**config.mk**
```make
export PLATFORM = sky130hd
export DESIGN_NAME = pixelFormatter
export DESIGN_NICKNAME = d
export VERILOG_FILES = /design/src/rtl/vgaPkg.sv /design/src/rtl/pixelFormatter.sv
export SDC_FILE = /design/constraint.sdc
export NUM_CORES = 1
export LEC_CHECK = 0
export ABC_AREA = 0
export BUFFER_PORTS_ARGS = -buffer_cell sky130_fd_sc_hd__buf_2
export CAP_MARGIN = 15
export CORE_UTILIZATION = 33
export CTS_BUF_LIST = sky130_fd_sc_hd__clkbuf_8
export CTS_CLUSTER_DIAMETER = 30
export DETAILED_ROUTE_END_ITERATION = 6
export PLACE_DENSITY = 0.85
export SYNTH_ARGS = -nofsm -noshare
export SYNTH_HDL_FRONTEND = slang
export SYNTH_SLANG_ARGS = --single-unit
```
**constraint.sdc**
```tcl
create_clock -name clock -period 0.8 [get_ports clock]
set_input_delay 0.12 -clock clock [delete_from_list [all_inputs] [get_ports clock]]
set_output_delay 0.12 -clock clock [all_outputs]
set_load 0.03 [all_outputs]
```
**src/rtl/vgaPkg.sv**
```systemverilog
package vgaPkg;

	// Width of a linear pixel index, enough for 640x480
	localparam int INDEX_BITS = 20;

	localparam logic [31:0] CONTROL_ADDR = 32'h0000_0000;
	localparam logic [31:0] PIXEL_BASE = 32'h0000_1000;

	typedef struct packed {
		logic [4:0] red;
		logic [5:0] green;
		logic [4:0] blue;
	} pixel565;

	typedef struct packed {
		logic [7:0] red;
		logic [7:0] green;
		logic [7:0] blue;
	} rgb888;

	typedef struct packed {
		logic displayEnable;
		logic [14:0] reserved;
		pixel565 background;
	} controlReg;

	// Pixel region uses the pair view, control address the register view
	typedef union packed {
		pixel565 [1:0] pixels;
		controlReg control;
	} apbWord;

	// Sync levels are active low
	typedef struct packed {
		logic hsync;
		logic vsync;
		logic active;
		logic [INDEX_BITS-1:0] pixelIndex;
	} timingBeat;

	typedef struct packed {
		timingBeat timing;
		pixel565 pixel;
	} fetchBeat;

endpackage

```
**src/rtl/pixelFormatter.sv**
```systemverilog
`timescale 1ns/1ns
`default_nettype none

module pixelFormatter (
	input  logic              clock,
	input  logic              arstN,
	input  vgaPkg::fetchBeat  beatIn,
	input  vgaPkg::controlReg control,
	output logic              hsync,
	output logic              vsync,
	output logic              blankN,
	output vgaPkg::rgb888     rgb
);

	vgaPkg::pixel565 source;

	// Fill the low bits by repeating the top ones
	function automatic vgaPkg::rgb888 expand(input vgaPkg::pixel565 p);
		vgaPkg::rgb888 c;
		c.red = {p.red, p.red[4:2]};
		c.green = {p.green, p.green[5:4]};
		c.blue = {p.blue, p.blue[4:2]};
		return c;
	endfunction

	// Disabled display shows the background color
	assign source = control.displayEnable ? beatIn.pixel : control.background;

	always_ff @(posedge clock or negedge arstN) begin
		if (!arstN) begin
			hsync <= 1'b1;
			vsync <= 1'b1;
			blankN <= 1'b0;
			rgb <= '0;
		end else begin
			hsync <= beatIn.timing.hsync;
			vsync <= beatIn.timing.vsync;
			blankN <= beatIn.timing.active;
			rgb <= beatIn.timing.active ? expand(source) : '0;
		end
	end

endmodule

`default_nettype wire

```
After elaboration in Yosys (flattened, before gate mapping)
Cells that the tools add are included.
{"block": "op_classes", "n_mux": 2}
{"cell": "$mux 24", "count": 1}
{"cell": "$mux 16", "count": 1}
{"block": "word_totals", "register_bits": 27, "output_inout_bits": 27}

Depth between registers and ports, before layout
{"block": "logic_depth", "depth_word": 2, "ltp_mapped": 4}

Worst setup path after synthesis
Ideal clock, no wire load.
{"block": "synth_path", "kind": "register -> output", "from": "register rgb[14] (netlist bit)", "to": "output rgb[14] (netlist bit)", "t_arrival_ps": 703, "required_time_ps": 680, "setup_slack_ps": -23, "path_stages_with_launch": 2, "path_buffers": 1, "cell_sequence": "dfrtp_1 -> buf_4"}
{"element": "start: declaration", "line_no": "pixelFormatter.sv:12", "text": "output vgaPkg::rgb888 rgb"}
{"element": "start signal: assignment", "line_no": "pixelFormatter.sv:39", "text": "rgb <= beatIn.timing.active ? expand(source) : '0;"}
No word-level cell between the ends.

Worst setup path after layout
{"block": "layout_path", "from": "register hsync", "to": "output hsync"}
{"element": "start: declaration", "line_no": "pixelFormatter.sv:9", "text": "output logic hsync,"}
{"element": "start signal: assignment", "line_no": "pixelFormatter.sv:36", "text": "hsync <= beatIn.timing.hsync;"}
No word-level cell between the ends.

==> results.json <==
{
  "yosys_warnings": 0,
  "grt_pass1_wl_microns": 3008,
  "power_density_nw_per_um2": 1699,
  "place_area_sq_um": 1131,
  "rows": 17,
  "synth_cell_types": 8,
  "busiest_layer": "met2",
  "cts_setup_buffers": 0,
  "critical_path.max_fanout": 1,
  "path_class": "flop to output port",
  "ys_seq_area_share_pct": 57.36,
  "crit_start": "hsync",
  "use_met1_pct": 12.38,
  "via_per_inst": 4.322,
  "syn_area_sq_um": 833.3,
  "clkTransAtPathRegs_ns": 0.07,
  "arrival_ns": 0.90,
  "met3_usage_pct": 2.609,
  "fin_nets": 198,
  "ir_worst_vdd_mv": 0.8335,
  "hold_path.class": "primary input to flop",
  "start_kind": "flop",
  "drc": 0,
  "hp-start": "beatIn[36]",
  "n_antenna_cell": 0,
  "crit_buf_inv": 1,
  "die_area_sq_um": 2730,
  "dieWidth_microns": 52.25,
  "tightest_slew_ns": 0.4056,
  "max_slew_margin_pct": 72.96,
  "slowest_delay_ns": 0.53,
  "crit_chain": "buf_6",
  "portBuffers": 64,
  "max_freq_mhz": 977.3,
  "outcome": "complete, but fails checks",
  "utilization_pct": 59.91,
  "rsz0062_at_grt": "yes",
  "final_max_slew_viol_count": 0,
  "grt_pass1_vias": 759,
  "grt_max_degree": 20,
  "worst_slack_ns": -0.2232,
  "syn_avg_cell_area_sq_um": 13.44,
  "vias": 657,
  "grt-ovfl-total": 0,
  "avgRoutedWirePerCell_microns": 12.76,
  "p_total_mw": 2.339,
  "core_sq_um": 2297,
  "finalCritPeriodShare_pct": 127.9,
  "yosys.area.top_type": "dfrtp_1",
  "critPathSlowestCell": "dfstp_2",
  "drtAntennaViolNets": 0,
  "antenna_found_initial": 0,
  "cts_sinks": 19,
  "drv_cap": 0,
  "synth.top_cell.area_share_pct": 51.05,
  "n_fill_cell": 168,
  "cts_htree_levels": 1,
  "drive_gt1_share_pct": 64.52,
  "floorplan.io_pins": 100,
  "cts_buffers": 3,
  "met2_usage_pct": 32.48,
  "cp-end-kind": "output port",
  "wirelength_microns": 1940,
  "power.leakage_nw": 0.7198,
  "grt_usage_pct": 15.83,
  "cts_tree": "done",
  "drtIter0Drc": 5,
  "synth_area_leaders": "dfrtp_1, mux2i_1, nor2b_1",
  "violations": "setup timing",
  "stdcell_area_sq_um": 1376,
  "syn_to_final_growth_pct": 65.17,
  "start_util_pct": 36.27,
  "period_needed_ns": 1.023,
  "synth_fp_nets": 135,
  "worstHoldPathCells": 1,
  "finalSetupViolCount": 27,
  "syn_inst": 62,
  "min_to": "blankN",
  "ys_ff_latch": 19,
  "crit_family": "flip-flops",
  "hold_viol_final": 0,
  "clk_path_buf_depth": 2,
  "critPathRequiredTime_ns": 0.68,
  "firstDrtPassIters": 2,
  "die_y_microns": 52.25,
  "cts_root_buf": "clkbuf_8",
  "place.gp.congestion": 0.6122
}
==> where the power goes <==
| part | internal [mW] | switching, mW |
|---|---|---|
| Combinational | 0.304 | 0.314 |
| Sequential | 1.03 | 0.0399 |
| Clock | 0.346 | 0.308 |
==> registers in the layout, indices dropped and copies added, names as in the netlist <==
signal and cells:
blankN 1, hsync 1, rgb 16, vsync 1
==> layout make-up <==
type	count	area (sq um)	share of cell area, %
Sequential cell	19	488.0	35.45
Timing Repair Buffer	69	546.8	39.73
Clock inverter	1	5.005	0.3636
Tap cell	28	35.03	2.545
Clock buffer	3	41.29	3.000
Multi-Input combinational cell	32	260.3	18.91
==> repair_timing <==
| item | CTS | global route |
|---|---|---|
| gates cloned | 0 | 0 |
| setup endpoints to repair | 27 | 27 |
| endpoints found under the hold margin | 19 | 0 |
| gates resized for setup | 54 | 0 |
| hold buffers | 3 | 0 |
| pin swaps | 0 | 0 |
==> stage by stage <==
stage | TNS [ns] | hold WS [ns] | cells | worst slack (ns)
floorplan | 0 | -0.1756 | 62 | 0.03977
global placement | 0 | 0.06367 | 145 | 0.003547
detailed placement | -0.02053 | 0.07567 | 145 | -0.01994
CTS | -3.546 | 0.1127 | 152 | -0.2336
global route | -3.995 | 0.1286 | 152 | -0.2570
finish | -3.316 | 0.1166 | 152 | -0.2232
==> per-layer routing <==
layer | vias up | part of all wire [%]
met2 | 34 | 59
met4 | 0 | 1.1
met1 | 307 | 33
met3 | 2 | 7.1
met5 | - | 0
li1 | 314 | -
==> kinds of logic after synthesis <==
logic type             synth area share [%]
and+or+nand+nor                       12.01
DFF                                   57.36
muxes                                 19.22
buffers and inverters                 11.41
==> placed cells by master (no fill, tap or decap) <==
master         netlist  layout
clkbuf_8             0       3
clkinv_2             0       1
dlygate4sd3_1        0       3
buf_2                0      37
buf_4                8       1
buf_6                1      27
dfrtp_2              0       8
dfstp_2              2       2
buf_12               1       1
nor2b_1             16      16
mux2i_1             16      16
dfrtp_1             17       9
==> how the worst max path moves through the flow <==
stage               to  slack (ns)  cells past startpoint
2_1_floorplan  rgb[14]        0.04                      1
3_3_place_gp     hsync       0.004                      1
3_5_place_dp   rgb[14]       -0.02                      4
4_1_cts          hsync       -0.23                      1
5_1_grt          hsync       -0.26                      1
6_report         hsync       -0.22                      1
==> Yosys cell counts <==
cell type,instances
dfrtp_1,17
nor2b_1,16
dfstp_2,2
clkbuf_1,1
buf_4,8
buf_6,1
buf_12,1
mux2i_1,16
Power figures use the tool's default switching activity.
