`src/rtl/vgaPkg.sv`:
```
package vgaPkg;

	// Width of a linear pixel index, enough for 640x480
	localparam int INDEX_BITS = 20;

	localparam logic [31:0] CONTROL_ADDR = 32'h0000_0000;
	localparam logic [31:0] PIXEL_BASE = 32'h0000_1000;

	typedef struct packed {
		logic [4:0] red;
		logic [5:0] green;
		logic [4:0] blue;
	} pixel565;

	typedef struct packed {
		logic [7:0] red;
		logic [7:0] green;
		logic [7:0] blue;
	} rgb888;

	typedef struct packed {
		logic displayEnable;
		logic [14:0] reserved;
		pixel565 background;
	} controlReg;

	// Pixel region uses the pair view, control address the register view
	typedef union packed {
		pixel565 [1:0] pixels;
		controlReg control;
	} apbWord;

	// Sync levels are active low
	typedef struct packed {
		logic hsync;
		logic vsync;
		logic active;
		logic [INDEX_BITS-1:0] pixelIndex;
	} timingBeat;

	typedef struct packed {
		timingBeat timing;
		pixel565 pixel;
	} fetchBeat;

endpackage

```
`src/rtl/apbPixelWriter.sv`:
```
`timescale 1ns/1ns
`default_nettype none

module apbPixelWriter #(
	parameter int FRAME_PIXELS = 640 * 480
) (
	input  logic                          clock,
	input  logic                          arstN,
	input  logic                          psel,
	input  logic                          penable,
	input  logic                          pwrite,
	input  logic [31:0]                   paddr,
	input  vgaPkg::apbWord                pwdata,
	output logic                          pready,
	output logic [31:0]                   prdata,
	output logic                          pslverr,
	output logic                          writeEnable,
	output logic [vgaPkg::INDEX_BITS-1:0] writeIndex,
	output vgaPkg::pixel565               writePixel,
	output vgaPkg::controlReg             control
);

	localparam int FRAME_WORDS = FRAME_PIXELS / 2;

	logic        access;
	logic        hitControl;
	logic        hitPixel;
	logic [31:0] pixelOffset;
	logic [29:0] wordIndex;
	logic        inFrame;
	logic        pairWrite;
	logic        accessError;
	logic        phase;

	assign access = psel && penable;

	// Address decode
	assign hitControl = paddr == vgaPkg::CONTROL_ADDR;
	assign hitPixel = paddr >= vgaPkg::PIXEL_BASE;
	assign pixelOffset = paddr - vgaPkg::PIXEL_BASE;
	assign wordIndex = pixelOffset[31:2];
	assign inFrame = {2'b00, wordIndex} < 32'(FRAME_WORDS);

	assign pairWrite = access && hitPixel && pwrite && inFrame;
	// Pixel reads and writes past the frame fail, as does anything unmapped
	assign accessError = hitPixel ? !(pwrite && inFrame) : !hitControl;

	// Pair writes wait one cycle, everything else answers at once
	assign pready = access && (!pairWrite || phase);
	assign pslverr = pready && accessError;
	assign prdata = (access && hitControl && !pwrite) ? control : '0;

	// Even pixel in the first access cycle, odd pixel in the second
	assign writeEnable = pairWrite;
	assign writeIndex = {wordIndex[vgaPkg::INDEX_BITS-2:0], phase};
	assign writePixel = pwdata.pixels[phase];

	always_ff @(posedge clock or negedge arstN) begin
		if (!arstN) begin
			phase <= 1'b0;
		end else if (pairWrite) begin
			phase <= !phase;
		end
	end

	always_ff @(posedge clock or negedge arstN) begin
		if (!arstN) begin
			control <= '0;
		end else if (access && hitControl && pwrite) begin
			control <= pwdata.control;
		end
	end

endmodule

`default_nettype wire

```
`config.mk`:
```
export PLATFORM = sky130hd
export DESIGN_NAME = apbPixelWriter
export DESIGN_NICKNAME = d
export VERILOG_FILES = /design/src/rtl/vgaPkg.sv /design/src/rtl/apbPixelWriter.sv
export SDC_FILE = /design/constraint.sdc
export NUM_CORES = 1
export LEC_CHECK = 0
export BUFFER_PORTS_ARGS = -buffer_cell sky130_fd_sc_hd__buf_2
export CAP_MARGIN = 20
export CORE_MARGIN = 3
export CORE_UTILIZATION = 30
export CTS_CLUSTER_SIZE = 8
export DETAILED_ROUTE_END_ITERATION = 12
export GPL_ROUTABILITY_DRIVEN = 0
export PLACE_DENSITY = 0.6
export SYNTH_ARGS = -nofsm -noshare
export SYNTH_HDL_FRONTEND = slang
export SYNTH_SLANG_ARGS = --single-unit
```
`constraint.sdc`:
```
create_clock -name clock -period 3.6 [get_ports clock]
set_input_delay 0.9 -clock clock [delete_from_list [all_inputs] [get_ports clock]]
set_output_delay 0.9 -clock clock [all_outputs]
set_load 0.01 [all_outputs]
```
Yosys cells after proc, flatten, opt, wreduce, memory -nomap -nowiden
Index checks and enable logic that the tools add are counted.
{"block": "word_totals", "output_inout_bits": 103, "in_bits": 69, "word_cells": 31, "regBits": 33}
{"block": "classes", "reduce_logical": 17, "add_sub_neg": 1, "magnitude_cmp": 3, "n_mux": 4}
{"cell": ">= comparator 32 x 13 -> 1 bit, second input constant", "n": 1}
{"cell": "logical NOT 32 bit", "n": 1}
{"cell": "two-way mux 16 bit", "n": 2}
{"cell": "two-way mux 32 bit", "n": 1}
{"cell": "subtractor 32 x 13 -> 32 bit, second input constant", "n": 1}
{"cell": "< comparator 30 x 18 -> 1 bit, second input constant", "n": 1}
{"cell": "logical AND 1 bit", "n": 10}
{"cell": "logical NOT 1 bit", "n": 5}
{"cell": "< comparator 1 x 2 -> 1 bit, second input constant", "n": 1}
{"cell": "logical OR 1 bit", "n": 1}
{"cell": "two-way mux 1 bit", "n": 1}

Depth between registers and ports, before layout
{"block": "depth", "ltp_word": 8, "mapped_depth": 9}

Least setup slack after synthesis
No wires, ideal clock.
{"block": "synth_timing", "kind": "input-to-output", "startpoint": "input port paddr[12]", "endpoint": "output port prdata[10]", "setup_slack_ns": 0.198, "arrival_time_ns": 2.502, "cell_stages": 9, "cell_sequence": "inv_1 -> ha_1 -> buf_2 -> nor3b_2 -> nand2_1 -> nor3_1 -> nor3b_2 -> buf_2 -> and2_1"}
{"block": "synth_between", "elab_chain_len": 4}
{"element": "start, declared", "line": "apbPixelWriter.sv:12", "rtl": "input logic [31:0] paddr,"}
{"element": "logical NOT 32 bit", "line": "apbPixelWriter.sv:38", "rtl": "assign hitControl = paddr == vgaPkg::CONTROL_ADDR;"}
{"element": "logical AND 1 bit (2 in series)", "line": "apbPixelWriter.sv:51", "rtl": "assign prdata = (access && hitControl && !pwrite) ? control : '0;"}
{"element": "two-way mux 32 bit", "line": "apbPixelWriter.sv:51"}
{"element": "end, declared", "line": "apbPixelWriter.sv:15", "rtl": "output logic [31:0] prdata,"}
Every way passes these cells.

Worst setup path after layout
{"block": "layout_timing", "startpoint": "input port paddr[13]", "endpoint": "output port pready"}
{"block": "layout_between", "elab_chain_len": 7, "elab_cells_between_ends": 9, "cone_classes": "add/sub (1); order compare (2); reduce/logical (6)"}
{"element": "branches (longest 3 deep; another with subtractor 32 x 13 -> 32 bit)"}
{"element": "logical AND 1 bit (*)", "line": "apbPixelWriter.sv:44", "rtl": "assign pairWrite = access && hitPixel && pwrite && inFrame;"}
{"element": "logical NOT 1 bit (*)", "line": "apbPixelWriter.sv:49", "rtl": "assign pready = access && (!pairWrite || phase);"}
{"element": "logical OR 1 bit (*)", "line": "apbPixelWriter.sv:49"}
{"element": "logical AND 1 bit (*)", "line": "apbPixelWriter.sv:49"}
{"element": "end, declared", "line": "apbPixelWriter.sv:14", "rtl": "output logic pready,"}
Every way passes the cells marked *.

==> metrics <==
status=complete, no violations; commonest non-fill, non-tap cell in the layout=buf_2; Max Root-Sink Buffers=2; final setup TNS=0 ps; Final Cell Area=4000 um^2; #FFs+latches synth=33; Power Density=226 nW/um^2; Setup WS pre-CTS=-89.1 ps; placed insts=506; Area growth, synth to finish=63.8%; slew margin rel.=0.441; FP Rows=32; final worst slack=7.06 ps; grt ovf=0; Total GRT Usage=0.145; Setup-failing EPs final=0; Cell variety after synth=44; Syn Nets=300; Die Span Y=96.2 um; Starting Density=0.313; RSZ-0062 raised after global routing=yes; CP Launch Type=primary input; clk sinks=33; Synth top area share=0.338; ys flop type=dfrtp_1; H-tree Lvls=2; starting DRC count in detailed routing=54; crit path cell chain=buf_8 -> clkinv_4 -> ha_4 -> nor3b_4 -> buf_4 -> nand4b_1 -> a21oi_2 -> o22ai_2 -> nor4_4 -> buf_4 -> a21oi_2 -> buf_4; min cycle time layout=3590 ps; layout cells sized above 1=0.714; cell family with most CP delay=simple AND/OR/NAND/NOR gates; leakage power=2.16 nW; Core Area=7810 um^2; port bufs=171; nets=493; vias in the first global route=2177; WP data arrival=2690 ps; highest cell delay on the worst timing path=310 ps; # hold bufs at CTS=0; DR WL/cell=15.2 um; post-route insts no fill=525; cts bufs inserted=5; pin count of the biggest net entering global routing=34; EDFF count, synth=0; Detail Placement HPWL=5.82 mm; Peak Freq=278 MHz; Synth Cell Area=2440 um^2; Crit path required time=2700 ps; cell taking the most area after synthesis=dfrtp_1; Ant. Diodes=0; initial antenna violation count=0; Layout Skew=0 ps; CTS tree=built; I/O Pins=172; Post-Syn Instances=229; period utilization=0.998; critical-path maximum fanout=4; drt drc=0; cell mode on critical path=buf_4; Hold Crit Class=flop to flop; Mapped Avg Cell Area=10.7 um^2; placed inst area=3460 um^2; first-pass GRT wire length=10.4 mm; fin. max-slew vios=0; CP bufs+invs=5; Detail Route Antenna Nets=0; Die Wd=96.2 um; worst slew pin tran=839 ps; Clock Latency Late Sink=280 ps; final wirelength=7.98 mm; DRT Pass-1 Iters=4; CTS Root Cell=clkbuf_8; peak supply drop=0.000144 V; max_cap viols=0; largest cells by area after synthesis=dfrtp_1, mux2_2, mux2_4, and2_1, buf_4; post-layout util=0.512; Yosys warning total=0; die area=9260 um^2; post-synthesis sequential area ratio=0.338; clk slew on worst S/H paths=60 ps; Hold Vio Cnt, Final=0; slowest CP cell=nor4_4; critical path class=primary input to output pin; most frequent cells in the layout=buf_2, mux2_2, dfrtp_1; vias per cell=4.72; Post-synth ARST share=1.00; routed via count=2476; Worst Setup End Kind=output pin
what timing repair did:
action / 4_1_cts / 5_1_grt
buffers inserted: 0 / 8
endpoints found under the setup margin: 34 / 35
gates resized for setup: 5 / 70
pin swaps: 0 / 13
gates cloned: 0 / 3
per-stage QoR:
stage / hold slack [ps] / power, mW
3_3_place_gp: 500 / 0.538
2_1_floorplan: 563 / 0.444
6_report: 517 / 0.905
4_1_cts: 525 / 0.905
5_1_grt: 546 / 0.953
3_5_place_dp: 505 / 0.540
sequential cells by signal, summed over array words and instances, names as in the netlist:
| name | cells |
|---|---|
| control | 32 |
| phase | 1 |
cell type report:
| type | instances | area [um^2] |
|---|---|---|
| Tap cell | 102 | 128 |
| Fill cell | 747 | 3810 |
| Multi-Input combinational cell | 170 | 1580 |
| Timing Repair Buffer | 208 | 1330 |
| Inverter | 4 | 22.5 |
| Clock inverter | 1 | 30.0 |
| Sequential cell | 33 | 826 |
| Clock buffer | 7 | 86.3 |
power breakdown:
part / total, mW / switching [mW] / internal [mW]
Combinational: 0.176 / 0.0902 / 0.0855
Clock: 0.359 / 0.133 / 0.226
Sequential: 0.371 / 0.000133 / 0.371
metal layers:
| layer | global-route usage | share of wire |
|---|---|---|
| met5 | 0 | 0 |
| met4 | 0.0415 | 0.015 |
| met3 | 0.0328 | 0.060 |
| met2 | 0.252 | 0.53 |
| met1 | 0.179 | 0.39 |
Yosys cell counts (all sizes together) (4+ instances only):
library cell   n
and2          34
buf           21
dfrtp         33
inv            4
mux2          48
nand2          6
nand4          4
nor2          11
nor3           6
nor3b          5
nor4           8
o21ai          8
xnor2          5
worst register-to-register path, cell delays in order, from the launching register on:
cell and delay [ps]:
dfrtp_1 890, inv_1 190, xnor2_1 180
final timing paths:
kind / to / slack, ps / start / depth (start not counted)
hold / removal: control[8]$_DFFE_PN0P_ / 520 / control[8]$_DFFE_PN0P_ / 1
max in group asynchronous: control[5]$_DFFE_PN0P_ / 2460 / arstN / 1
min in group asynchronous: control[1]$_DFFE_PN0P_ / 670 / arstN / 1
setup / recovery: pready / 7 / paddr[13] / 12
setup reg to reg: phase$_DFFE_PN0P_ / 2230 / phase$_DFFE_PN0P_ / 2
hold reg to reg: control[8]$_DFFE_PN0P_ / 520 / control[8]$_DFFE_PN0P_ / 1
kinds of logic after synthesis:
family | share of synthesized area
xor gates and xnor gates | 0.0287
adders and majority gates | 0.0102
AOI/OAI and AO/OA | 0.0677
muxes | 0.244
buffers and inverters | 0.0718
DFF | 0.338
and+or+nand+nor | 0.239
(Power assumes the default switching activity.)
