File: config.mk
export PLATFORM = sky130hd
export DESIGN_NAME = displayTiming
export DESIGN_NICKNAME = d
export VERILOG_FILES = /design/src/rtl/vgaPkg.sv /design/src/rtl/displayTiming.sv
export SDC_FILE = /design/constraint.sdc
export NUM_CORES = 1
export LEC_CHECK = 0
export ABC_AREA = 1
export BUFFER_PORTS_ARGS = -buffer_cell sky130_fd_sc_hd__buf_2
export CELL_PAD_IN_SITES_DETAIL_PLACEMENT = 0
export CELL_PAD_IN_SITES_GLOBAL_PLACEMENT = 1
export CORE_MARGIN = 2
export CORE_UTILIZATION = 38
export CTS_CLUSTER_DIAMETER = 150
export DETAILED_ROUTE_END_ITERATION = 12
export HOLD_SLACK_MARGIN = 0.02
export MAX_ROUTING_LAYER = met4
export PLACE_DENSITY = 0.77
export SLEW_MARGIN = 10
export SYNTH_ARGS = -nofsm -noshare
export SYNTH_HDL_FRONTEND = slang
export SYNTH_SLANG_ARGS = --single-unit
File: constraint.sdc
create_clock -name clock -period 1.34 [get_ports clock]
set_input_delay 0.067 -clock clock [delete_from_list [all_inputs] [get_ports clock]]
set_output_delay 0.067 -clock clock [all_outputs]
set_load 0.005 [all_outputs]
File: src/rtl/vgaPkg.sv
package vgaPkg;

	// Width of a linear pixel index, enough for 640x480
	localparam int INDEX_BITS = 20;

	localparam logic [31:0] CONTROL_ADDR = 32'h0000_0000;
	localparam logic [31:0] PIXEL_BASE = 32'h0000_1000;

	typedef struct packed {
		logic [4:0] red;
		logic [5:0] green;
		logic [4:0] blue;
	} pixel565;

	typedef struct packed {
		logic [7:0] red;
		logic [7:0] green;
		logic [7:0] blue;
	} rgb888;

	typedef struct packed {
		logic displayEnable;
		logic [14:0] reserved;
		pixel565 background;
	} controlReg;

	// Pixel region uses the pair view, control address the register view
	typedef union packed {
		pixel565 [1:0] pixels;
		controlReg control;
	} apbWord;

	// Sync levels are active low
	typedef struct packed {
		logic hsync;
		logic vsync;
		logic active;
		logic [INDEX_BITS-1:0] pixelIndex;
	} timingBeat;

	typedef struct packed {
		timingBeat timing;
		pixel565 pixel;
	} fetchBeat;

endpackage

File: src/rtl/displayTiming.sv
`timescale 1ns/1ns
`default_nettype none

module displayTiming #(
	parameter int H_ACTIVE = 640,
	parameter int H_FRONT = 16,
	parameter int H_SYNC = 96,
	parameter int H_BACK = 48,
	parameter int V_ACTIVE = 480,
	parameter int V_FRONT = 10,
	parameter int V_SYNC = 2,
	parameter int V_BACK = 33
) (
	input  logic              clock,
	input  logic              arstN,
	output vgaPkg::timingBeat beat
);

	localparam int H_TOTAL = H_ACTIVE + H_FRONT + H_SYNC + H_BACK;
	localparam int V_TOTAL = V_ACTIVE + V_FRONT + V_SYNC + V_BACK;
	localparam int H_BITS = $clog2(H_TOTAL);
	localparam int V_BITS = $clog2(V_TOTAL);

	localparam logic [H_BITS-1:0] H_LAST = H_BITS'(H_TOTAL - 1);
	localparam logic [H_BITS-1:0] H_VISIBLE = H_BITS'(H_ACTIVE);
	localparam logic [H_BITS-1:0] H_SYNC_START = H_BITS'(H_ACTIVE + H_FRONT);
	localparam logic [H_BITS-1:0] H_SYNC_END = H_BITS'(H_ACTIVE + H_FRONT + H_SYNC);
	localparam logic [V_BITS-1:0] V_LAST = V_BITS'(V_TOTAL - 1);
	localparam logic [V_BITS-1:0] V_VISIBLE = V_BITS'(V_ACTIVE);
	localparam logic [V_BITS-1:0] V_SYNC_START = V_BITS'(V_ACTIVE + V_FRONT);
	localparam logic [V_BITS-1:0] V_SYNC_END = V_BITS'(V_ACTIVE + V_FRONT + V_SYNC);

	logic [H_BITS-1:0]             hCount;
	logic [V_BITS-1:0]             vCount;
	logic [vgaPkg::INDEX_BITS-1:0] pixelCount;
	logic                          lineEnd;
	logic                          frameEnd;
	logic                          visible;

	assign lineEnd = hCount == H_LAST;
	assign frameEnd = lineEnd && (vCount == V_LAST);
	assign visible = (hCount < H_VISIBLE) && (vCount < V_VISIBLE);

	always_ff @(posedge clock or negedge arstN) begin
		if (!arstN) begin
			hCount <= '0;
			vCount <= '0;
		end else if (lineEnd) begin
			hCount <= '0;
			vCount <= frameEnd ? '0 : vCount + 1'b1;
		end else begin
			hCount <= hCount + 1'b1;
		end
	end

	// Linear index of the visible pixel, follows raster order
	always_ff @(posedge clock or negedge arstN) begin
		if (!arstN) begin
			pixelCount <= '0;
		end else if (frameEnd) begin
			pixelCount <= '0;
		end else if (visible) begin
			pixelCount <= pixelCount + 1'b1;
		end
	end

	always_comb begin
		beat.hsync = !((hCount >= H_SYNC_START) && (hCount < H_SYNC_END));
		beat.vsync = !((vCount >= V_SYNC_START) && (vCount < V_SYNC_END));
		beat.active = visible;
		beat.pixelIndex = pixelCount;
	end

endmodule

`default_nettype wire

Word level (Yosys, flattened, before mapping)
Index checks and enable logic that the tools add are counted.
{ "op_classes": {"n_addsub": 3, "magnitude_cmp": 6, "n_eq_ne": 2, "muxes": 4, "reduce_logical": 7} }
{ "ops": {"columns": ["op", "count"], "rows": [
  ["two-way mux 20 bit", 2],
  ["adder 10 x 1 -> 10 bit (second input constant)", 2],
  ["adder 20 x 1 -> 20 bit (second input constant)", 1],
  ["equality test 10 bit (second input constant)", 2],
  ["< comparator 10 bit (second input constant)", 2],
  ["< comparator 10 x 9 -> 1 bit (second input constant)", 2],
  ["two-way mux 10 bit", 2],
  ["greater-or-equal comparator 10 bit (second input constant)", 1],
  ["greater-or-equal comparator 10 x 9 -> 1 bit (second input constant)", 1],
  ["logical AND 1 bit", 4],
  ["logical NOT 1 bit", 2],
  ["nonzero test 2 bit", 1]
]} }
{ "word_totals": {"regBits": 40, "in_bits": 2, "output_inout_bits": 23} }

Longest topological paths before layout
Gate-level depths: netlist (run 1).
{ "logic_depth": {"word_depth": 4, "mapped_depth": 10} }

Worst setup path after synthesis (run 1)
Ideal clock, no wire load.
{ "synth_timing": {"kind": "reg-to-reg", "from": "register hCount[0]", "to": "register pixelCount[12] (netlist name)", "setup_ns": 0.118, "t_arrival_ns": 1.314, "slack_ns": -0.092, "stages_incl_launch_ff": 11, "n_path_buf": 2, "period_less_slack_ns": 1.432, "path_cell_list": "dfrtp_1 ha_1 nand2_1 inv_1 nand2_1 nor2_4 nand2_2 buf_6 buf_6 nand3_1 nand2_1"} }
{ "synth_via": {"elab_chain_len": 3, "elab_cells_between_ends": 6, "cone_classes": "1 x order compare; 1 x eq/ne; 1 x mux; 3 x reduce/logical"} }
{ "synth_lines": {"columns": ["element", "line_no", "source"], "rows": [
  ["start, declared", "displayTiming.sv:33", "logic [H_BITS-1:0] hCount;"],
  ["start signal, assigned", "displayTiming.sv:52", "hCount <= hCount + 1'b1;"],
  ["< comparator 10 bit / equality test 10 bit (equally long branches)", "displayTiming.sv:42, displayTiming.sv:40", null],
  ["logical AND 1 bit, on equally long branches", "displayTiming.sv:42, displayTiming.sv:41", null],
  ["nonzero test 2 bit (no line) / two-way mux 20 bit (equally long branches)", null, null],
  ["end signal, assigned", "displayTiming.sv:63", "pixelCount <= pixelCount + 1'b1;"],
  ["end, declared", "displayTiming.sv:35", "logic [vgaPkg::INDEX_BITS-1:0] pixelCount;"]
]} }
Several ways; a longest one is shown, not always the timed one.
A chain may end at the register's enable or synchronous reset.

Final worst setup path (run 1)
{ "layout_timing": {"from": "register hCount[0]", "to": "register pixelCount[1] (netlist name)"} }
Same word-level chain as after synthesis.

==> impl_metrics.yaml, run 1 <==
status:
  status: "finished, violations left"
  violations: "negative setup slack"
layout:
  postLayoutCoreUtil_pct: 60.3
  diodes: 0
  layout-drive-gt1-share_pct: 43.1
  fin_nets: 445
  synthToLayoutAreaGrowth_pct: 52.8
  finalNonFillerCells: 514
yosys:
  synth_edf_count: 0
  synthTopCellsByArea: "dfrtp_1 (43%), nand2_1 (12%), inv_1 (8.1%), nor2_1 (8.1%), nand3_1 (6.6%)"
  syn_avg_cell_area_um2: 7.15
  synth-seq-area-share_pct: 42.6
  netlist_instances: 329
  synth_ff_type: "dfrtp_1"
  yosysTopAreaCellShare_pct: 42.6
  yosysWarnings: 0
  mappedNetlistNets: 336
  synth_seq_cells: 40
  synth_area_leader_cell: "dfrtp_1"
  async_flop_share_pct: 100
  syn_area_mm2: 0.00235
  synth_cell_types: 26
placement:
  globalplace.congestion: 0.843
  dp_hpwl_um: 4280
  io_buffer_count: 24
  dp.cells: 478
cts:
  cts_buffers: 5
  cts-root-buf: "clkbuf_8"
  cts_max_level: 2
  clock_latency_ns: 0.29
  cts_tree: "done"
  cts_buffer_depth: 2
  path_clk_slew_ns: 0.08
  clkSinkCount: 40
sta:
  final_hold_viol_count: 0
  worst_pin_slew_ns: 0.424
  hold_ws_ns: 0.234
  clock.fmax_mhz: 681
  post-route-period-util_pct: 110
  setup_viol: 36
  rsz0062_at_grt: "yes"
  drv_slew: 0
  final.min_clock_period_ns: 1.47
  slew_headroom_pct: 71.7
  setup_ws_ns: -0.129
  skew_ns: 0.00792
worst_setup_path:
  max_stage_delay_ns: 0.36
  crit_chain: "ha_2 > nand2_2 > inv_2 > nand2_4 > nor2_4 > nand2_4 > buf_12 > o21a_1 > o21ai_1 > inv_1"
  worstRegToRegCells: 10
  crit_fanout: 16
  regToRegSetupSlack_ns: -0.13
  endpoint_kind: "flip-flop"
  r2r-end: "pixelCount[1]"
  path_class: "reg -> reg"
  cp_common_cell: "nand2_4"
  crit_start: "hCount[0]"
  reg2reg_from: "hCount[0]"
  critPathArrivalTime_ns: 1.66
  cp-endpoint: "pixelCount[1]"
  crit_required_ns: 1.53
  cpMaxStageDelayCell: "dfrtp_1"
  crit_path_start_kind: "flip-flop"
global_routing:
  first_global_vias: 2233
  antenna_found_initial: 0
  overflow: 0
  grt_usage_pct: 19.0
  grt_max_degree: 26
  grt_pass1_wl_um: 9760
route:
  wirelength_um: 6180
  drc: 0
  ant_nets: 0
  via_count: 2462
  via_per_inst: 4.79
  highest_layer: "met4"
  first_pass_iters: 4
  wire_per_inst_um: 12.0
  dr_wl_met2_um: 3250
  drtIter0Drc: 83
  wirelength_met1_um: 2740
  wl_met3_um: 153
floorplanning:
  ioPinCount: 25
  die_h_um: 82.7
  core-area_mm2: 0.00596
  start_util_pct: 39.5
  die_x_um: 82.7
  rows: 28
  dieArea_mm2: 0.00683
min_path:
  worstHoldPathType: "in -> async"
power_and_ir_drop:
  leakagePower_nw: 1.86
  ir_drop_uv: 550
  power.density_mw_per_mm2: 570
run:
  maxCapViolations: 0
[per-layer routing]
metal	global-route usage (%)	vias up
met3	3.04	4
met2	34.0	22
li1	-	1265
met1	22.5	1171
met4	4.43	0
met5	-	-
[cell families (layout without fill, tap and decap cells)]
| family | Yosys count | count (layout) | synth area share (%) |
|---|---|---|---|
| buffers and inverters | 60 | 170 | 11.0 |
| xor gates and xnor gates | 4 | 4 | 1.49 |
| DFF | 40 | 40 | 42.6 |
| adders and majority gates | 5 | 5 | 2.66 |
| and+or+nand+nor | 190 | 190 | 35.6 |
| AOI/OAI and AO/OA | 30 | 30 | 6.71 |
[state kept, by name, indices dropped and copies added, names as in the netlist]
register and cells:
hCount 10, vCount 10, pixelCount 20
[layout by cell type, fill, tap and decap left out, types with 6 or more instances in the layout]
master / netlist / layout
buf_4: 2 / 69
nand2_1: 78 / 56
inv_1: 51 / 43
nor2_1: 51 / 41
dfrtp_1: 40 / 40
buf_2: 2 / 23
nand3_1: 31 / 21
nand2_2: 1 / 15
nand4_1: 12 / 12
nand3_2: 1 / 11
a21oi_1: 12 / 10
buf_6: 3 / 10
nand2_4: 0 / 8
inv_2: 2 / 8
nor2_2: 3 / 8
o21ai_1: 1 / 8
nor2_4: 2 / 7
nor3_1: 8 / 6
o21ai_2: 0 / 6
[through the flow]
step | total power [mW] | TNS (ns) | setup slack [ns] | instance area, µm²
2_1_floorplan | 1.23 | -0.148 | -0.0277 | 2370
3_3_place_gp | 1.26 | -1.80 | -0.142 | 2990
3_5_place_dp | 1.26 | -1.97 | -0.159 | 2990
4_1_cts | 2.08 | -3.13 | -0.158 | 3250
5_1_grt | 2.13 | -5.38 | -0.235 | 3590
6_report | 2.05 | -1.88 | -0.129 | 3590
[Yosys cell counts (2+ instances only)]
cell,count
inv_2,2
buf_6,3
nor3_1,8
nand4_1,12
nor2_4,2
nand3b_1,2
dfrtp_1,40
o21ai_0,14
inv_1,51
ha_1,5
buf_4,2
a21oi_1,12
nor2_1,51
xor2_1,3
buf_2,2
nand3_1,31
nor2_2,3
nand2_1,78
[worst min-delay path by stage]
stage	startpoint	endpoint	cells after the start
2_1_floorplan	arstN	hCount[0]	0
5_1_grt	arstN	pixelCount[6]	2
4_1_cts	arstN	pixelCount[6]	2
6_report	arstN	pixelCount[6]	2
3_3_place_gp	arstN	pixelCount[4]	1
3_5_place_dp	arstN	pixelCount[6]	1
[layout make-up]
cell class,count,area (µm²)
clock inverters,3,18.8
multi-input cells,229,1340
fillers,564,2360
flip-flops and latches,40,1000
clock buffers,5,68.8
repair buffers,109,866
well taps,75,93.8
inverters,53,204
[timing repair]
| action | CTS | global route |
|---|---|---|
| hold buffers | 1 | 0 |
| resized for setup | 26 | 78 |
| hold endpoints to repair | 15 | 0 |
| pin swaps | 10 | 28 |
| setup buffers | 12 | 16 |
| setup endpoints to repair | 38 | 41 |
[where the power goes]
part / internal, mW / switching [mW] / total, mW
logic: 0.00875 / 0.0255 / 0.0342
clock network: 0.363 / 0.446 / 0.809
registers: 1.21 / 0 / 1.21
total: 1.58 / 0.471 / 2.05
[worst max-delay path: cells and delay by family, from the launching register on]
family,cells,cell delay (ns)
adders and majority gates,1,0.19
AOI/OAI and AO/OA,2,0.16
and+or+nand+nor,4,0.37
buffers and inverters,3,0.28
DFF,1,0.36
Power figures use the tool's default switching activity.
==> inputs of run 2 (changes only) <==
CELL_PAD_IN_SITES_DETAIL_PLACEMENT = default   (was 0)
CELL_PAD_IN_SITES_GLOBAL_PLACEMENT = default   (was 1)
CORE_ASPECT_RATIO = 1.75   (was default)
CORE_UTILIZATION = 49   (was 38)
PLACE_DENSITY = 0.73   (was 0.77)
==> run 2 against run 1 <==
Effect of this change: the flow still finishes with violations (negative setup slack); worst hold slack gained 0.0080 ns; final cell count shrank 6.2%; die area shrank 21%; via count up 4.9%; global-route usage grew 6.9 points; wire length is 9.9% higher.
==> impl_metrics.yaml, run 2 (synthesized netlist as in run 1, its figures left out) <==
worst_setup_path:
  endpoint_kind: "flip-flop"
  cpMaxStageDelayCell: "dfrtp_1"
  crit_fanout: 6
  cp_top_family: "simple AND/OR/NAND/NOR gates"
  crit_required_ns: 1.57
  critPathArrivalTime_ns: 1.69
  max_stage_delay_ns: 0.42
  worst-path-buf-inv: 2
  crit_path_start_kind: "flip-flop"
  crit_chain: "nand3_2 > nor2_4 > nor2_4 > buf_12 > buf_8 > nand4_1 > nand2_1 > nand2_1 > nor2_1"
  crit_start: "vCount[7]"
  reg2reg_from: "vCount[7]"
  path_class: "reg -> reg"
layout:
  layout_common_cells: "buf_4 (61), nand2_1 (60), inv_1 (45), nor2_1 (41), dfrtp_1 (40)"
  seqCellArea_mm2: 0.00100
  synthToLayoutAreaGrowth_pct: 49.5
  nFillCells: 333
  multi_input_area_mm2: 0.00135
  final_common_cell: "buf_4"
  postLayoutCoreUtil_pct: 75.4
  layout-drive-gt1-share_pct: 41.2
  top_register: "pixelCount"
  fin_nets: 436
  largest_reg_flops: 20
  diodes: 0
  top_regs: "pixelCount x20, hCount x10, vCount x10"
cts:
  cts_buffer_depth: 2
  cts_max_level: 2
  clkSinkCount: 40
  cts-root-buf: "clkbuf_8"
  cts_buffers: 5
  path_clk_slew_ns: 0.09
  cts_tree: "done"
  clock_latency_ns: 0.30
placement:
  dp_hpwl_um: 4650
  dp_slack_ns: -0.137
  globalplace.congestion: 0.929
  io_buffer_count: 24
sta:
  setup_viol: 36
  skew_ns: 0.00766
  rsz0062_at_grt: "yes"
  worst_pin_slew_ns: 0.489
  drv_slew: 0
  slew_headroom_pct: 67.4
  final.min_clock_period_ns: 1.46
  final_hold_viol_count: 0
  clock.fmax_mhz: 683
  fin_setup_tns_ns: -2.27
  setup_ws_ns: -0.125
  post-route-period-util_pct: 109
global_routing:
  grt_util_met2_pct: 50.7
  use_met1_pct: 23.6
  overflow: 0
  grt_pass1_wl_um: 10600
  first_global_vias: 2489
  grt_max_degree: 23
  top_usage_layer: "met2"
  met3_usage_pct: 4.21
  antenna_found_initial: 0
  grt_usage_pct: 26.0
power_and_ir_drop:
  leakagePower_nw: 1.82
  power_frac_seq_pct: 57.0
  power.density_mw_per_mm2: 601
  switching_share_pct: 23.1
  pwr-share-comb_pct: 1.6
  internal_power_mw: 1.63
  p_clk_share_pct: 41.3
  p_sw_uw: 487
  ir_drop_uv: 635
run:
  maxCapViolations: 0
floorplanning:
  core-area_mm2: 0.00467
  die_h_um: 95.6
  rows: 33
  die_x_um: 56.4
  ioPinCount: 25
  dieArea_mm2: 0.00539
  start_util_pct: 50.4
route:
  ant_nets: 0
  wirelength_um: 6800
  drc: 0
  via_per_inst: 5.36
  via_count: 2582
  drtIter0Drc: 180
  wire_per_inst_um: 14.1
  first_pass_iters: 6
status:
  violations: "negative setup slack"
  status: "finished, violations left"
min_path:
  worstHoldPathType: "in -> async"
run 2: cell types whose count changed in the layout (fill, tap and decap cells not counted), sizes merged:
cell,change
buf,-9
clkbuf,+1
clkinv,-1
run 2: path summary, 6_finish.rpt:
path                             endpoint  slack [ns]  cells after the start
max in group asynchronous       vCount[7]        0.59                      3
setup / recovery           pixelCount[17]       -0.12                      9
setup reg to reg           pixelCount[17]       -0.12                      9
hold reg to reg                 hCount[2]        0.56                      2
hold / removal              pixelCount[1]        0.24                      2
min in group clock              hCount[2]        0.56                      2
run 2: what timing repair did:
item                                    4_1_cts  5_1_grt
resized for setup                            48       46
pin swaps                                    13       17
setup buffers                                 8        7
hold buffers                                  1        0
hold endpoints to repair                     18        0
endpoints found under the setup margin       36       41
gates cloned                                  0        0
run 2: stage by stage:
| step | hold slack (ns) | power, mW | area, µm² | std cells |
|---|---|---|---|---|
| after global routing | 0.284 | 2.16 | 3520 | 482 |
| after floorplan | -0.229 | 1.23 | 2370 | 329 |
| after global placement | 0.0436 | 1.26 | 2990 | 458 |
| after CTS | 0.258 | 2.12 | 3300 | 475 |
| after detailed placement | 0.0535 | 1.26 | 2990 | 458 |
| final | 0.242 | 2.11 | 3520 | 482 |
run 2: metal layers:
layer	vias to the layer above	routed length [µm]
met5	-	0
met4	0	248
met1	1224	2490
met3	26	220
li1	1241	-
met2	91	3840
run 2: power groups by stage:
| stage | Sequential [mW] | Combinational (mW) | Clock (mW) |
|---|---|---|---|
| floorplan | 1.23 | 0.000000665 | 0 |
| global placement | 1.23 | 0.0333 | 0 |
| detailed placement | 1.23 | 0.0340 | 0 |
| CTS | 1.21 | 0.0361 | 0.875 |
| global route | 1.21 | 0.0397 | 0.918 |
| finish | 1.21 | 0.0344 | 0.873 |
run 2: final cells by class:
| class | instances | share of cell area, % |
|---|---|---|
| clock buffers | 6 | 2.35 |
| clock inverters | 2 | 0.285 |
| inverters | 53 | 6.01 |
| multi-input cells | 229 | 38.4 |
| flip-flops and latches | 40 | 28.5 |
| well taps | 52 | 1.85 |
| repair buffers | 100 | 22.7 |
==> inputs of run 3 (changes only) <==
==> constraint.sdc (replaced) <==
create_clock -name clock -period 1.34 [get_ports clock]
set_input_delay 0.067 -clock clock [delete_from_list [all_inputs] [get_ports clock]]
set_output_delay 0.067 -clock clock [all_outputs]
set_load 0.1 [all_outputs]
==> run 3 against run 2 <==
Effect of this change: the run still ends with negative setup slack left; first-iteration DRC count fell by 46%; non-clock buffer count fell by 15; final cell count fell by 3.1%; critical path type is now reg -> out.
==> impl_metrics.yaml, run 3 (synthesized netlist as in run 1, its figures left out) <==
status:
  status: "finished, violations left"
  violations: "negative setup slack"
cts:
  cts_buffers: 5
  path_clk_slew_ns: 0.08
  cts_tree: "done"
  cts-root-buf: "clkbuf_8"
  cts_buffer_depth: 2
  cts_max_level: 2
  clock_latency_ns: 0.29
  clkSinkCount: 40
worst_setup_path:
  cp-endpoint: "beat[20]"
  path_class: "reg -> out"
  crit_path_start_kind: "flip-flop"
  reg2reg_from: "hCount[0]"
  critPathArrivalTime_ns: 1.48
  crit_fanout: 3
  crit_required_ns: 1.27
  r2r-end: "pixelCount[1]"
  endpoint_kind: "output port"
  crit_start: "hCount[9]"
  regToRegSetupSlack_ns: -0.20
  worstRegToRegCells: 10
power_and_ir_drop:
  power.density_mw_per_mm2: 604
  pwr-share-comb_pct: 1.7
  power_frac_seq_pct: 56.2
  internal_power_mw: 1.69
  p_sw_uw: 459
  leakagePower_nw: 1.72
  ir_drop_uv: 741
  switching_share_pct: 21.4
  p_clk_share_pct: 42.1
layout:
  fin_nets: 421
  top_regs: "pixelCount x20, hCount x10, vCount x10"
  largest_reg_flops: 20
  layout_common_cells: "nand2_1 (57), buf_4 (45), inv_1 (41), nor2_1 (37), dfrtp_1 (20)"
  layout-drive-gt1-share_pct: 46.3
  final_common_cell: "nand2_1"
  postLayoutCellArea_mm2: 0.00355
  top_register: "pixelCount"
  diodes: 0
  synthToLayoutAreaGrowth_pct: 51.0
floorplanning:
  start_util_pct: 50.4
  die_h_um: 95.6
  core-area_mm2: 0.00467
  rows: 33
  die_x_um: 56.4
  ioPinCount: 25
  dieArea_mm2: 0.00539
sta:
  setup_viol: 39
  setup_ws_ns: -0.206
  drv_slew: 0
  rsz0062_at_grt: "yes"
  clock.fmax_mhz: 647
  final_hold_viol_count: 0
  slew_headroom_pct: 67.3
  worst_pin_slew_ns: 0.493
  skew_ns: 0.00765
  post-route-period-util_pct: 115
  final.min_clock_period_ns: 1.55
placement:
  globalplace.congestion: 0.885
  dp_hpwl_um: 4420
  io_buffer_count: 24
  post_dp_cell_area_mm2: 0.00304
  dp_slack_ns: -0.208
run:
  maxCapViolations: 0
global_routing:
  first_global_vias: 2516
  grt_pass1_wl_um: 10700
  grt_usage_pct: 25.9
  grt_max_degree: 21
  overflow: 0
  antenna_found_initial: 0
route:
  drc: 0
  wire_per_inst_um: 14.9
  drtIter0Drc: 97
  ant_nets: 0
  via_per_inst: 5.34
  wirelength_um: 6950
  first_pass_iters: 4
  via_count: 2496
min_path:
  worstHoldPathType: "in -> async"
==> run 3: layer usage <==
layer	up-vias	GRT usage (%)	wire length (µm)
li1	1206	-	-
met1	1197	25.0	2510
met2	62	48.9	3980
met3	31	4.48	200
met4	0	12.9	263
met5	-	-	0
==> run 3: critical path, stage by stage, from the launching register on <==
cell,delay (ns)
dfrtp_1,0.44
nand2_2,0.14
nand3_4,0.10
nor2_4,0.14
buf_12,0.11
buf_6,0.09
buf_12,0.16
==> run 3: per-stage QoR <==
| step | hold WS, ns | setup TNS (ns) | instances | util [%] | power, mW |
|---|---|---|---|---|---|
| final | 0.207 | -4.61 | 467 | 76.1 | 2.15 |
| after global routing | 0.233 | -7.25 | 467 | 76.1 | 2.21 |
| after CTS | 0.219 | -4.09 | 466 | 72.5 | 2.16 |
| after detailed placement | -0.00949 | -4.50 | 448 | 65.2 | 1.27 |
| after global placement | -0.00873 | -1.96 | 448 | 65.2 | 1.27 |
| after floorplan | -0.229 | -1.50 | 329 | - | 1.23 |
==> run 3: how the worst min path moves through the flow <==
stage                          endpoint  slack, ns  depth (start not counted)  startpoint
after detailed placement  pixelCount[3]     -0.009                          1       arstN
after global placement    pixelCount[3]     -0.009                          1       arstN
after floorplan               hCount[0]      -0.23                          0       arstN
after CTS                     hCount[9]       0.22                          2       arstN
final                     pixelCount[3]       0.21                          2       arstN
after global routing          hCount[9]       0.23                          2       arstN
==> run 3: repair_timing <==
| item | in CTS | in global routing |
|---|---|---|
| endpoints found under the hold margin | 40 | 0 |
| pin swaps | 15 | 17 |
| gates cloned | 2 | 0 |
| setup buffers | 7 | 2 |
| setup endpoints to repair | 40 | 45 |
| hold buffers | 1 | 0 |
| gates resized for setup | 52 | 50 |
==> run 3: power by group through the flow <==
stage	Combinational, mW	Sequential [mW]	Clock, mW
finish	0.0365	1.20	0.904
global route	0.0427	1.20	0.963
CTS	0.0390	1.20	0.911
detailed placement	0.0367	1.23	0
global placement	0.0363	1.23	0
floorplan	0.000000676	1.23	0
==> run 3: cell type report <==
cell class	instances	area [µm²]
Multi-Input combinational cell	229	1380
Timing Repair Buffer	85	733
Inverter	53	209
Tap cell	52	65.1
Clock buffer	8	100
Fill cell	319	1120
Sequential cell	40	1060
